`src/verilog/icache_tag_defines.svh`:
```
// widths and config register map for the icache tag array, include wherever these sizes are needed
`ifndef ICACHE_TAG_DEFINES_SVH
`define ICACHE_TAG_DEFINES_SVH

// tag array geometry
`define TAG_IDX_W 6
`define TAG_ADDR_W 20
`define TAG_ENTRY_W 22

// secded check bits and the stored word they extend
`define TAG_ECC_W 7
`define TAG_WORD_W 29

// configuration port
`define CFG_ADDR_W 2
`define CFG_CTRL 2'd0
`define CFG_INJECT 2'd1
`define CFG_CORR_CNT 2'd2
`define CFG_UNCORR_CNT 2'd3

`endif

```
`src/verilog/icache_tag_pkg.sv`:
```
// shared structs and the secded helpers of the icache tag array, compile before any module
`default_nettype none
`include "icache_tag_defines.svh"

package icache_tag_pkg;

	localparam int ECC_POS_BASE = 33; // data bit i sits at hamming position i+33

	typedef logic [`TAG_ECC_W-2:0] ecc_ham_t;

	typedef struct packed {
		logic valid;
		logic lock;
		logic [`TAG_ADDR_W-1:0] tag;
	} tag_entry_t;

	typedef struct packed {
		tag_entry_t entry;
		logic [`TAG_ECC_W-1:0] ecc; // msb is overall parity
	} tag_word_t;

	typedef struct packed {
		logic vld;
		logic [`TAG_IDX_W-1:0] index;
		logic [`TAG_ADDR_W-1:0] tag;
	} lookup_req_t;

	typedef struct packed {
		logic vld;
		logic [`TAG_IDX_W-1:0] index;
		logic [`TAG_ADDR_W-1:0] tag;
		logic lock;
	} fill_req_t;

	typedef struct packed {
		logic vld;
		logic hit;
		logic lock;
		logic corrected;
		logic uncorrectable;
	} lookup_rsp_t;

	typedef struct packed {
		logic vld;
		logic we;
		logic [`CFG_ADDR_W-1:0] addr;
		logic [31:0] wdata;
	} cfg_req_t;

	typedef struct packed {
		logic corrected;
		logic uncorrectable;
	} ecc_event_t;

	function automatic logic [`TAG_ECC_W-1:0] secded_encode(input tag_entry_t e);
		logic [`TAG_ENTRY_W-1:0] d;
		ecc_ham_t h;
		d = e;
		h = '0;
		for (int i = 0; i < `TAG_ENTRY_W; i++) begin
			if (d[i])
				h = h ^ ecc_ham_t'(i + ECC_POS_BASE);
		end
		return {^{d, h}, h}; // parity bit makes the whole word even
	endfunction

	function automatic logic [`TAG_ECC_W-1:0] secded_syndrome(input tag_word_t w);
		logic [`TAG_ECC_W-1:0] chk;
		chk = secded_encode(w.entry);
		return {^w, chk[`TAG_ECC_W-2:0] ^ w.ecc[`TAG_ECC_W-2:0]}; // msb set when parity is odd
	endfunction

endpackage

`default_nettype wire

```
`src/verilog/icache_tag_ecc_ram.sv`:
```
// icache tag array wrapper that maps the packed tag port onto the generic ram model
`timescale 1ns/10ps
`default_nettype none
`include "icache_tag_defines.svh"

module icache_tag_ecc_ram (
	input logic clk,
	input logic icache_tag_cs,
	input logic [`TAG_IDX_W-1:0] icache_tag_addr,
	input icache_tag_pkg::tag_word_t icache_tag_wdata,
	input logic icache_tag_we,
	output icache_tag_pkg::tag_word_t icache_tag_rdata
);

	import icache_tag_pkg::*;

	logic [`TAG_WORD_W-1:0] ram_rdata;

	tag_ram_model #(
		.ADDR_W(`TAG_IDX_W),
		.DATA_W(`TAG_WORD_W)
	) u_ram (
		.clk(clk),
		.cs(icache_tag_cs),
		.we(icache_tag_we),
		.addr(icache_tag_addr),
		.din(icache_tag_wdata),
		.dout(ram_rdata)
	);

	assign icache_tag_rdata = tag_word_t'(ram_rdata); // entry in the upper bits, check bits below

	// a write strobe without a chip select would be silently dropped by the macro
	a_we_needs_cs: assert property (@(posedge clk) !icache_tag_cs |-> !icache_tag_we)
		else $error("tag ram write enable without chip select");

	a_addr_known: assert property (@(posedge clk) icache_tag_cs |-> !$isunknown(icache_tag_addr))
		else $error("tag ram accessed with unknown address");

endmodule

`default_nettype wire

```
`src/verilog/icache_tag_top.sv`:
```
// top of the icache tag array with ecc, joins config registers, lookup pipeline and tag ram
`timescale 1ns/10ps
`default_nettype none
`include "icache_tag_defines.svh"

module icache_tag_top (
	input logic clk,
	input logic rst,
	input icache_tag_pkg::lookup_req_t lookup_req,
	input icache_tag_pkg::fill_req_t fill_req,
	output icache_tag_pkg::lookup_rsp_t lookup_rsp,
	input icache_tag_pkg::cfg_req_t cfg_req,
	output logic [31:0] cfg_rdata
);

	import icache_tag_pkg::*;

	logic ecc_en;
	logic [`TAG_WORD_W-1:0] inject_mask;
	logic inject_used;
	ecc_event_t err_evt;
	logic ram_cs;
	logic ram_we;
	logic [`TAG_IDX_W-1:0] ram_addr;
	tag_word_t ram_wdata;
	tag_word_t ram_rdata;

	tag_cfg_regs u_cfg (
		.clk(clk),
		.rst(rst),
		.cfg_req(cfg_req),
		.cfg_rdata(cfg_rdata),
		.ecc_en(ecc_en),
		.inject_mask(inject_mask),
		.inject_used(inject_used),
		.err_evt(err_evt)
	);

	tag_lookup u_lookup (
		.clk(clk),
		.rst(rst),
		.lookup_req(lookup_req),
		.fill_req(fill_req),
		.ecc_en(ecc_en),
		.inject_mask(inject_mask),
		.inject_used(inject_used),
		.ram_cs(ram_cs),
		.ram_we(ram_we),
		.ram_addr(ram_addr),
		.ram_wdata(ram_wdata),
		.ram_rdata(ram_rdata),
		.lookup_rsp(lookup_rsp),
		.err_evt(err_evt)
	);

	icache_tag_ecc_ram u_tag_ram (
		.clk(clk),
		.icache_tag_cs(ram_cs),
		.icache_tag_addr(ram_addr),
		.icache_tag_wdata(ram_wdata),
		.icache_tag_we(ram_we),
		.icache_tag_rdata(ram_rdata)
	);

endmodule

`default_nettype wire

```
`src/verilog/tag_cfg_regs.sv`:
```
// configuration and status registers for the icache tag ecc, written and read over the cfg port
`timescale 1ns/10ps
`default_nettype none
`include "icache_tag_defines.svh"

module tag_cfg_regs (
	input logic clk,
	input logic rst,
	input icache_tag_pkg::cfg_req_t cfg_req,
	output logic [31:0] cfg_rdata,
	output logic ecc_en,
	output logic [`TAG_WORD_W-1:0] inject_mask,
	input logic inject_used,
	input icache_tag_pkg::ecc_event_t err_evt
);

	import icache_tag_pkg::*;

	localparam int CNT_W = 16;

	logic [CNT_W-1:0] corr_cnt;
	logic [CNT_W-1:0] uncorr_cnt;
	logic wr;
	logic rd;
	logic [31:0] rd_mux;

	assign wr = cfg_req.vld && cfg_req.we;
	assign rd = cfg_req.vld && !cfg_req.we;

	always_comb begin
		case (cfg_req.addr)
			`CFG_CTRL: rd_mux = {31'b0, ecc_en};
			`CFG_INJECT: rd_mux = {{(32 - `TAG_WORD_W){1'b0}}, inject_mask};
			`CFG_CORR_CNT: rd_mux = {{(32 - CNT_W){1'b0}}, corr_cnt};
			default: rd_mux = {{(32 - CNT_W){1'b0}}, uncorr_cnt};
		endcase
	end

	always_ff @(posedge clk) begin
		if (rst) begin
			ecc_en <= 1'b1;
			inject_mask <= '0;
			corr_cnt <= '0;
			uncorr_cnt <= '0;
			cfg_rdata <= '0;
		end else begin
			if (rd)
				cfg_rdata <= rd_mux; // held until the next read
			if (inject_used)
				inject_mask <= '0;
			if (err_evt.corrected && (corr_cnt != '1))
				corr_cnt <= corr_cnt + 1'b1;
			if (err_evt.uncorrectable && (uncorr_cnt != '1))
				uncorr_cnt <= uncorr_cnt + 1'b1;
			if (wr) begin
				case (cfg_req.addr)
					`CFG_CTRL: ecc_en <= cfg_req.wdata[0];
					`CFG_INJECT: inject_mask <= cfg_req.wdata[`TAG_WORD_W-1:0];
					`CFG_CORR_CNT: corr_cnt <= '0; // any write data clears
					default: uncorr_cnt <= '0;
				endcase
			end
		end
	end

	a_inject_armed: assert property (@(posedge clk) disable iff (rst)
		inject_used |-> (inject_mask != '0))
		else $error("inject mask consumed while empty");

endmodule

`default_nettype wire

```
`src/verilog/tag_ecc_check.sv`:
```
// combinational secded decoder for a stored tag word, used in the second lookup stage
`timescale 1ns/10ps
`default_nettype none
`include "icache_tag_defines.svh"

module tag_ecc_check (
	input icache_tag_pkg::tag_word_t word,
	input logic ecc_en,
	output icache_tag_pkg::tag_entry_t entry,
	output logic corrected,
	output logic uncorrectable
);

	import icache_tag_pkg::*;

	logic [`TAG_ECC_W-1:0] syn;
	ecc_ham_t syn_ham;
	logic syn_par;
	logic [`TAG_ENTRY_W-1:0] raw;
	logic [`TAG_ENTRY_W-1:0] flip;
	logic known_pos;
	logic single_err;
	logic double_err;

	assign syn = secded_syndrome(word);
	assign {syn_par, syn_ham} = syn;
	assign raw = word.entry;

	// one data bit matches the syndrome at most
	always_comb begin
		flip = '0;
		for (int i = 0; i < `TAG_ENTRY_W; i++) begin
			if (syn_ham == ecc_ham_t'(i + ECC_POS_BASE))
				flip[i] = 1'b1;
		end
	end

	// zero or one-hot syndrome means the flip sat in a check bit
	assign known_pos = (|flip) || $onehot0(syn_ham);

	assign single_err = syn_par && known_pos;
	assign double_err = (!syn_par && (syn_ham != '0)) || (syn_par && !known_pos);

	assign entry = (ecc_en && single_err) ? tag_entry_t'(raw ^ flip) : word.entry;
	assign corrected = ecc_en && single_err;
	assign uncorrectable = ecc_en && double_err; // flags stay quiet with ecc off

endmodule

`default_nettype wire

```
`src/verilog/tag_lookup.sv`:
```
// fill encoder and two-stage lookup pipeline of the icache tag array, sits between requests and ram
`timescale 1ns/10ps
`default_nettype none
`include "icache_tag_defines.svh"

module tag_lookup (
	input logic clk,
	input logic rst,
	input icache_tag_pkg::lookup_req_t lookup_req,
	input icache_tag_pkg::fill_req_t fill_req,
	input logic ecc_en,
	input logic [`TAG_WORD_W-1:0] inject_mask,
	output logic inject_used,
	output logic ram_cs,
	output logic ram_we,
	output logic [`TAG_IDX_W-1:0] ram_addr,
	output icache_tag_pkg::tag_word_t ram_wdata,
	input icache_tag_pkg::tag_word_t ram_rdata,
	output icache_tag_pkg::lookup_rsp_t lookup_rsp,
	output icache_tag_pkg::ecc_event_t err_evt
);

	import icache_tag_pkg::*;

	tag_entry_t fill_entry;
	tag_word_t fill_word;
	logic s1_vld;
	logic [`TAG_ADDR_W-1:0] s1_tag;
	tag_entry_t chk_entry;
	logic chk_corr;
	logic chk_uncorr;
	lookup_rsp_t rsp_nxt;
	ecc_event_t evt_nxt;

	// a fill word lands in the ram at the end of the strobe cycle
	assign fill_entry.valid = 1'b1;
	assign fill_entry.lock = fill_req.lock;
	assign fill_entry.tag = fill_req.tag;
	assign fill_word = {fill_entry, secded_encode(fill_entry)};

	assign ram_cs = fill_req.vld || lookup_req.vld;
	assign ram_we = fill_req.vld;
	assign ram_addr = fill_req.vld ? fill_req.index : lookup_req.index;
	assign ram_wdata = fill_word ^ inject_mask; // one-shot corruption for error tests
	assign inject_used = fill_req.vld && (|inject_mask);

	// stage 1 runs alongside the ram read
	always_ff @(posedge clk) begin
		if (rst) begin
			s1_vld <= 1'b0;
		end else begin
			s1_vld <= lookup_req.vld;
		end
	end

	always_ff @(posedge clk) begin
		s1_tag <= lookup_req.tag;
	end

	// stage 2 decodes the read word
	tag_ecc_check u_check (
		.word(ram_rdata),
		.ecc_en(ecc_en),
		.entry(chk_entry),
		.corrected(chk_corr),
		.uncorrectable(chk_uncorr)
	);

	always_comb begin
		rsp_nxt.vld = s1_vld;
		rsp_nxt.hit = s1_vld && chk_entry.valid && (chk_entry.tag == s1_tag) && !chk_uncorr;
		rsp_nxt.lock = s1_vld && chk_entry.lock;
		rsp_nxt.corrected = s1_vld && chk_corr;
		rsp_nxt.uncorrectable = s1_vld && chk_uncorr;
		evt_nxt.corrected = rsp_nxt.corrected;
		evt_nxt.uncorrectable = rsp_nxt.uncorrectable;
	end

	always_ff @(posedge clk) begin
		if (rst) begin
			lookup_rsp <= '0;
			err_evt <= '0;
		end else begin
			lookup_rsp <= rsp_nxt;
			err_evt <= evt_nxt; // lines up with the response strobe
		end
	end

	// the single ram port cannot serve both in one cycle
	a_no_fill_lookup_clash: assert property (@(posedge clk) disable iff (rst)
		!(fill_req.vld && lookup_req.vld))
		else $error("fill and lookup strobed in the same cycle");

endmodule

`default_nettype wire

```
`src/verilog/tag_ram_model.sv`:
```
// behavioral single-port ram with registered read data, instantiated by the tag array wrapper
`timescale 1ns/10ps
`default_nettype none

module tag_ram_model #(
	parameter int ADDR_W = 6,
	parameter int DATA_W = 29
) (
	input logic clk,
	input logic cs,
	input logic we,
	input logic [ADDR_W-1:0] addr,
	input logic [DATA_W-1:0] din,
	output logic [DATA_W-1:0] dout
);

	localparam int DEPTH = 1 << ADDR_W;

	logic [DATA_W-1:0] mem [0:DEPTH-1];

	always_ff @(posedge clk) begin
		if (cs) begin
			if (we) begin
				mem[addr] <= din; // dout keeps the previous read
			end else begin
				dout <= mem[addr];
			end
		end
	end

endmodule

`default_nettype wire
```
`config.mk`:
```
export PLATFORM = sky130hd
export DESIGN_NAME = icache_tag_top
export DESIGN_NICKNAME = d
export VERILOG_FILES = /design/src/verilog/icache_tag_pkg.sv /design/src/verilog/icache_tag_ecc_ram.sv /design/src/verilog/icache_tag_top.sv /design/src/verilog/tag_cfg_regs.sv /design/src/verilog/tag_ecc_check.sv /design/src/verilog/tag_lookup.sv /design/src/verilog/tag_ram_model.sv
export VERILOG_INCLUDE_DIRS = /design/src /design/src/verilog
export SDC_FILE = /design/constraint.sdc
export NUM_CORES = 2
export LEC_CHECK = 0
export BUFFER_PORTS_ARGS = -buffer_cell sky130_fd_sc_hd__buf_2
export CAP_MARGIN = 20
export CORE_MARGIN = 8
export CORE_UTILIZATION = 33
export CTS_CLUSTER_SIZE = 28
export DETAILED_ROUTE_END_ITERATION = 8
export GPL_TIMING_DRIVEN = 0
export PLACE_DENSITY = 0.48
export SLEW_MARGIN = 25
export SYNTH_ARGS = -nofsm -noshare
export SYNTH_HDL_FRONTEND = slang
export SYNTH_SLANG_ARGS = --single-unit
export TNS_END_PERCENT = 50
```
`constraint.sdc`:
```
create_clock -name clk -period 8.8 [get_ports clk]
set_input_delay 1.32 -clock clk [delete_from_list [all_inputs] [get_ports clk]]
set_output_delay 1.32 -clock clk [all_outputs]
set_load 0.02 [all_outputs]
```
==> results by group <==
Timing
  • Setup TNS: 0 ps
  • Final setup viols: 0
  • Final Slew Violations: 0
  • Final period demand of the worst path: 6900 ps
  • Hold Vio Cnt, Final: 0
  • Clock skew: 59.2 ps
  • Hold Slack: 478 ps
  • Fin crit share: 78.4%
  • Fmax: 145 MHz
  • Slew Limit Headroom: 13.9%
  • RSZ-0062 raised after global routing: false
  • Worst Tran Pin Value: 1290 ps

Run status
  • Status: complete, but fails checks
  • Failing checks: design-rule violations

Placement
  • Port Buf Inserts: 121
  • HPWL after DPL: 255 mm
  • Area after DPL: 86,800 sq um
  • Gpl congestion: 0.926

Power and ir drop
  • Clock share of power: 36.7%
  • Sw frac: 28.0%
  • Worst-case vdd ir drop: 0.221 mV
  • Sw Pwr: 6.57 mW
  • P_leak: 29.1 nW
  • Combinational Power Share: 15.9%
  • Internal Power: 16.9 mW
  • Total power per unit cell area: 251 nW/um^2
  • Seq pwr share: 47.4%

Detailed routing
  • Wire length per cell: 44.4 um
  • Final wirelength: 360 mm
  • Vias: 52.1k
  • Vias per cell: 6.43
  • DR pass1 iterations: 9
  • Routed Antenna Nets: 0
  • Drc violations: 3
  • Drt initial violations: 11.1k

Yosys
  • Post-synth top cells: 1,885 x edfxtp_1, 649 x a22oi_1, 218 x clkbuf_1
  • Post-synthesis async set-or-reset flop share: 0%
  • Syn Std Cell Area: 74,500 sq um
  • Synthesized instance count: 4,280
  • Netlist cell types: 76
  • Most frequent cell after synthesis: edfxtp_1
  • Synth top area cells: edfxtp_1 76%, a22oi_1 6.5%, dfxtp_1 3.1%
  • Synthesized area per cell: 17.4 sq um
  • Top cell type by total area after synthesis: edfxtp_1
  • Yosys Warn Count: 0
  • FF+latch count, synth: 2,002
  • Synth top area share: 76.0%
  • Register area share after synthesis: 79.1%
  • Number of flops mapped to enable cells by yosys: 1,885
  • Prevailing post-synth register cell: edfxtp_1

GRT
  • GRT Util Overall: 28.5%
  • Vias in the first global route: 47.0k
  • First-pass GRT wire length: 462 mm
  • GRT Residual Overflow: 0
  • Largest net degree at the start of global routing: 43
  • Number of antenna violations at the first check in global routing: 53

Critical path
  • Setup crit start kind: input pin
  • Worst Path Max Fanout: 10
  • Slowest-stage cell, CP: a31oi_1
  • Critical path cell sequence: buf_2, clkbuf_1, mux2i_1, and2_1, clkbuf_1, clkbuf_1, clkbuf_2, buf_16, buf_1, a22oi_1, a31oi_1, nor3_1, nand3_1
  • Crit path required time: 9440 ps
  • Critical Setup Path Class: input pin to flip-flop
  • Worst EP arrival: 7540 ps
  • Slowest stage delay, CP: 910 ps
  • CP Capture Type: flip-flop
  • Critical path's most frequent cell: clkbuf_1

Final layout
  • Final nets: 5,007
  • Fin area: 93,400 sq um
  • Fraction of layout cells with a size suffix above 1: 19.7%
  • Post-Route Utilization: 41.6%
  • Layout area overhead: 25.4%

Floorplanning
  • Initial Util: 33.2%
  • Total core area: 225,000 sq um
  • DIE AREA: 241,000 sq um
  • Standard-cell rows: 174
  • Ports: 130
  • Die height: 491 um
  • Die Wd: 491 um

Clock network
  • Worst-path clk slew: 60 ps
  • CTS Buf Count: 206
  • Post-CTS Setup Inserts: 0
  • CTS Buffer Depth: 3
  • Hold_buf cts: 0
  • H-tree Lvls: 4
  • Worst-Skew Late Latency: 880 ps
  • Number of gates resized after cts: 0
  • Root Driver: clkbuf_16
  • CTS tree: built
  • Clock sink count: 2,002

Run
  • Total of max-cap violations: 0

Min path
  • Hold Path Class: flip-flop to flip-flop
## power groups by stage
stage	Clock [mW]	Combinational, mW	Sequential (mW)
2_1_floorplan	0	1.47	11.4
3_3_place_gp	0	2.77	11.4
3_5_place_dp	0	3.56	11.3
4_1_cts	8.60	3.57	11.1
5_1_grt	8.93	3.77	11.1
6_report	8.61	3.73	11.1
## layout by cell type (no fill, tap or decap), drive strengths merged, types with 47 or more instances in the layout
| cell type | synthesis | layout |
|---|---|---|
| a22o | 123 | 123 |
| o21ai | 54 | 54 |
| clkbuf | 218 | 497 |
| clkinv | 0 | 86 |
| nand3 | 47 | 47 |
| edfxtp | 1885 | 1885 |
| xnor2 | 77 | 77 |
| nand4 | 73 | 73 |
| a31oi | 80 | 80 |
| dfxtp | 117 | 117 |
| a41oi | 65 | 65 |
| a221oi | 122 | 122 |
| xor2 | 73 | 73 |
| a21oi | 71 | 71 |
| nor2 | 180 | 180 |
| nand2 | 67 | 67 |
| a222oi | 75 | 75 |
| buf | 67 | 476 |
| a22oi | 649 | 649 |
## per-layer routing
metal / up-vias / share of wire, % / track usage (%)
met4: 12 / 6.4 / 14.8
li1: 19272 / - / -
met2: 4874 / 42 / 40.7
met5: - / 0.069 / 0.536
met3: 980 / 15 / 11.0
met1: 26948 / 37 / 37.3
## registers in the layout, summed over array words and instances (netlist names)
signal                cells
u_tag_ram.u_ram.dout     29
u_cfg.ecc_en              1
u_cfg.cfg_rdata          29
u_cfg.inject_mask        29
u_tag_ram.u_ram.mem    1856
u_cfg.uncorr_cnt         16
u_cfg.corr_cnt           16
u_lookup.lookup_rsp       5
u_lookup.s1_tag          20
u_lookup.s1_vld           1
## worst max-delay path, delay by kind of cell
family	cells	cell delay, ps
buf+inv	7	3310
compound gates	2	1060
mux	1	880
simple gates	3	880
## area by class of cell
| type | instances | area, sq um |
|---|---|---|
| Sequential cell | 2002 | 58900 |
| Buffer | 285 | 1290 |
| Clock buffer | 275 | 5480 |
| Antenna cell | 39 | 97.6 |
| Fill cell | 20019 | 131000 |
| Multi-Input combinational cell | 1984 | 15600 |
| Timing Repair Buffer | 414 | 7270 |
| Tap cell | 2992 | 3740 |
| Inverter | 11 | 41.3 |
| Clock inverter | 104 | 1000 |
## metrics by stage
| step | instances | power (mW) | setup slack, ps |
|---|---|---|---|
| after floorplan | 4282 | 12.8 | 3820 |
| after global placement | 7395 | 14.2 | -2680 |
| after detailed placement | 7685 | 14.9 | 1160 |
| after CTS | 8064 | 23.3 | 2070 |
| after global routing | 8076 | 23.8 | 2010 |
| final | 8106 | 23.5 | 1900 |
## cells by family after synthesis
kind of cell             Yosys count  share of synthesized area, %
XOR/XNOR                         163                          2.22
multiplexers                      30                         0.472
adder cells (fa/ha/maj)           10                         0.198
buffers and inverters            296                          1.52
flip-flops                      2002                          79.1
AND/OR/NAND/NOR                  487                          3.17
other                              1                       0.00503
AO/OA/AOI/OAI                   1291                          13.3
## final timing paths
path                              endpoint  cells past startpoint  slack, ps                     start
setup reg to reg    u_lookup.lookup_rsp[3]                     13       3860  u_tag_ram.u_ram.dout[19]
setup / recovery  u_tag_ram.u_ram.dout[15]                     13       1900              fill_req[27]
hold / removal          u_cfg.cfg_rdata[0]                      2        480        u_cfg.cfg_rdata[0]
hold reg to reg         u_cfg.cfg_rdata[0]                      2        480        u_cfg.cfg_rdata[0]
No activity file was read; power rests on OpenSTA's default activity.
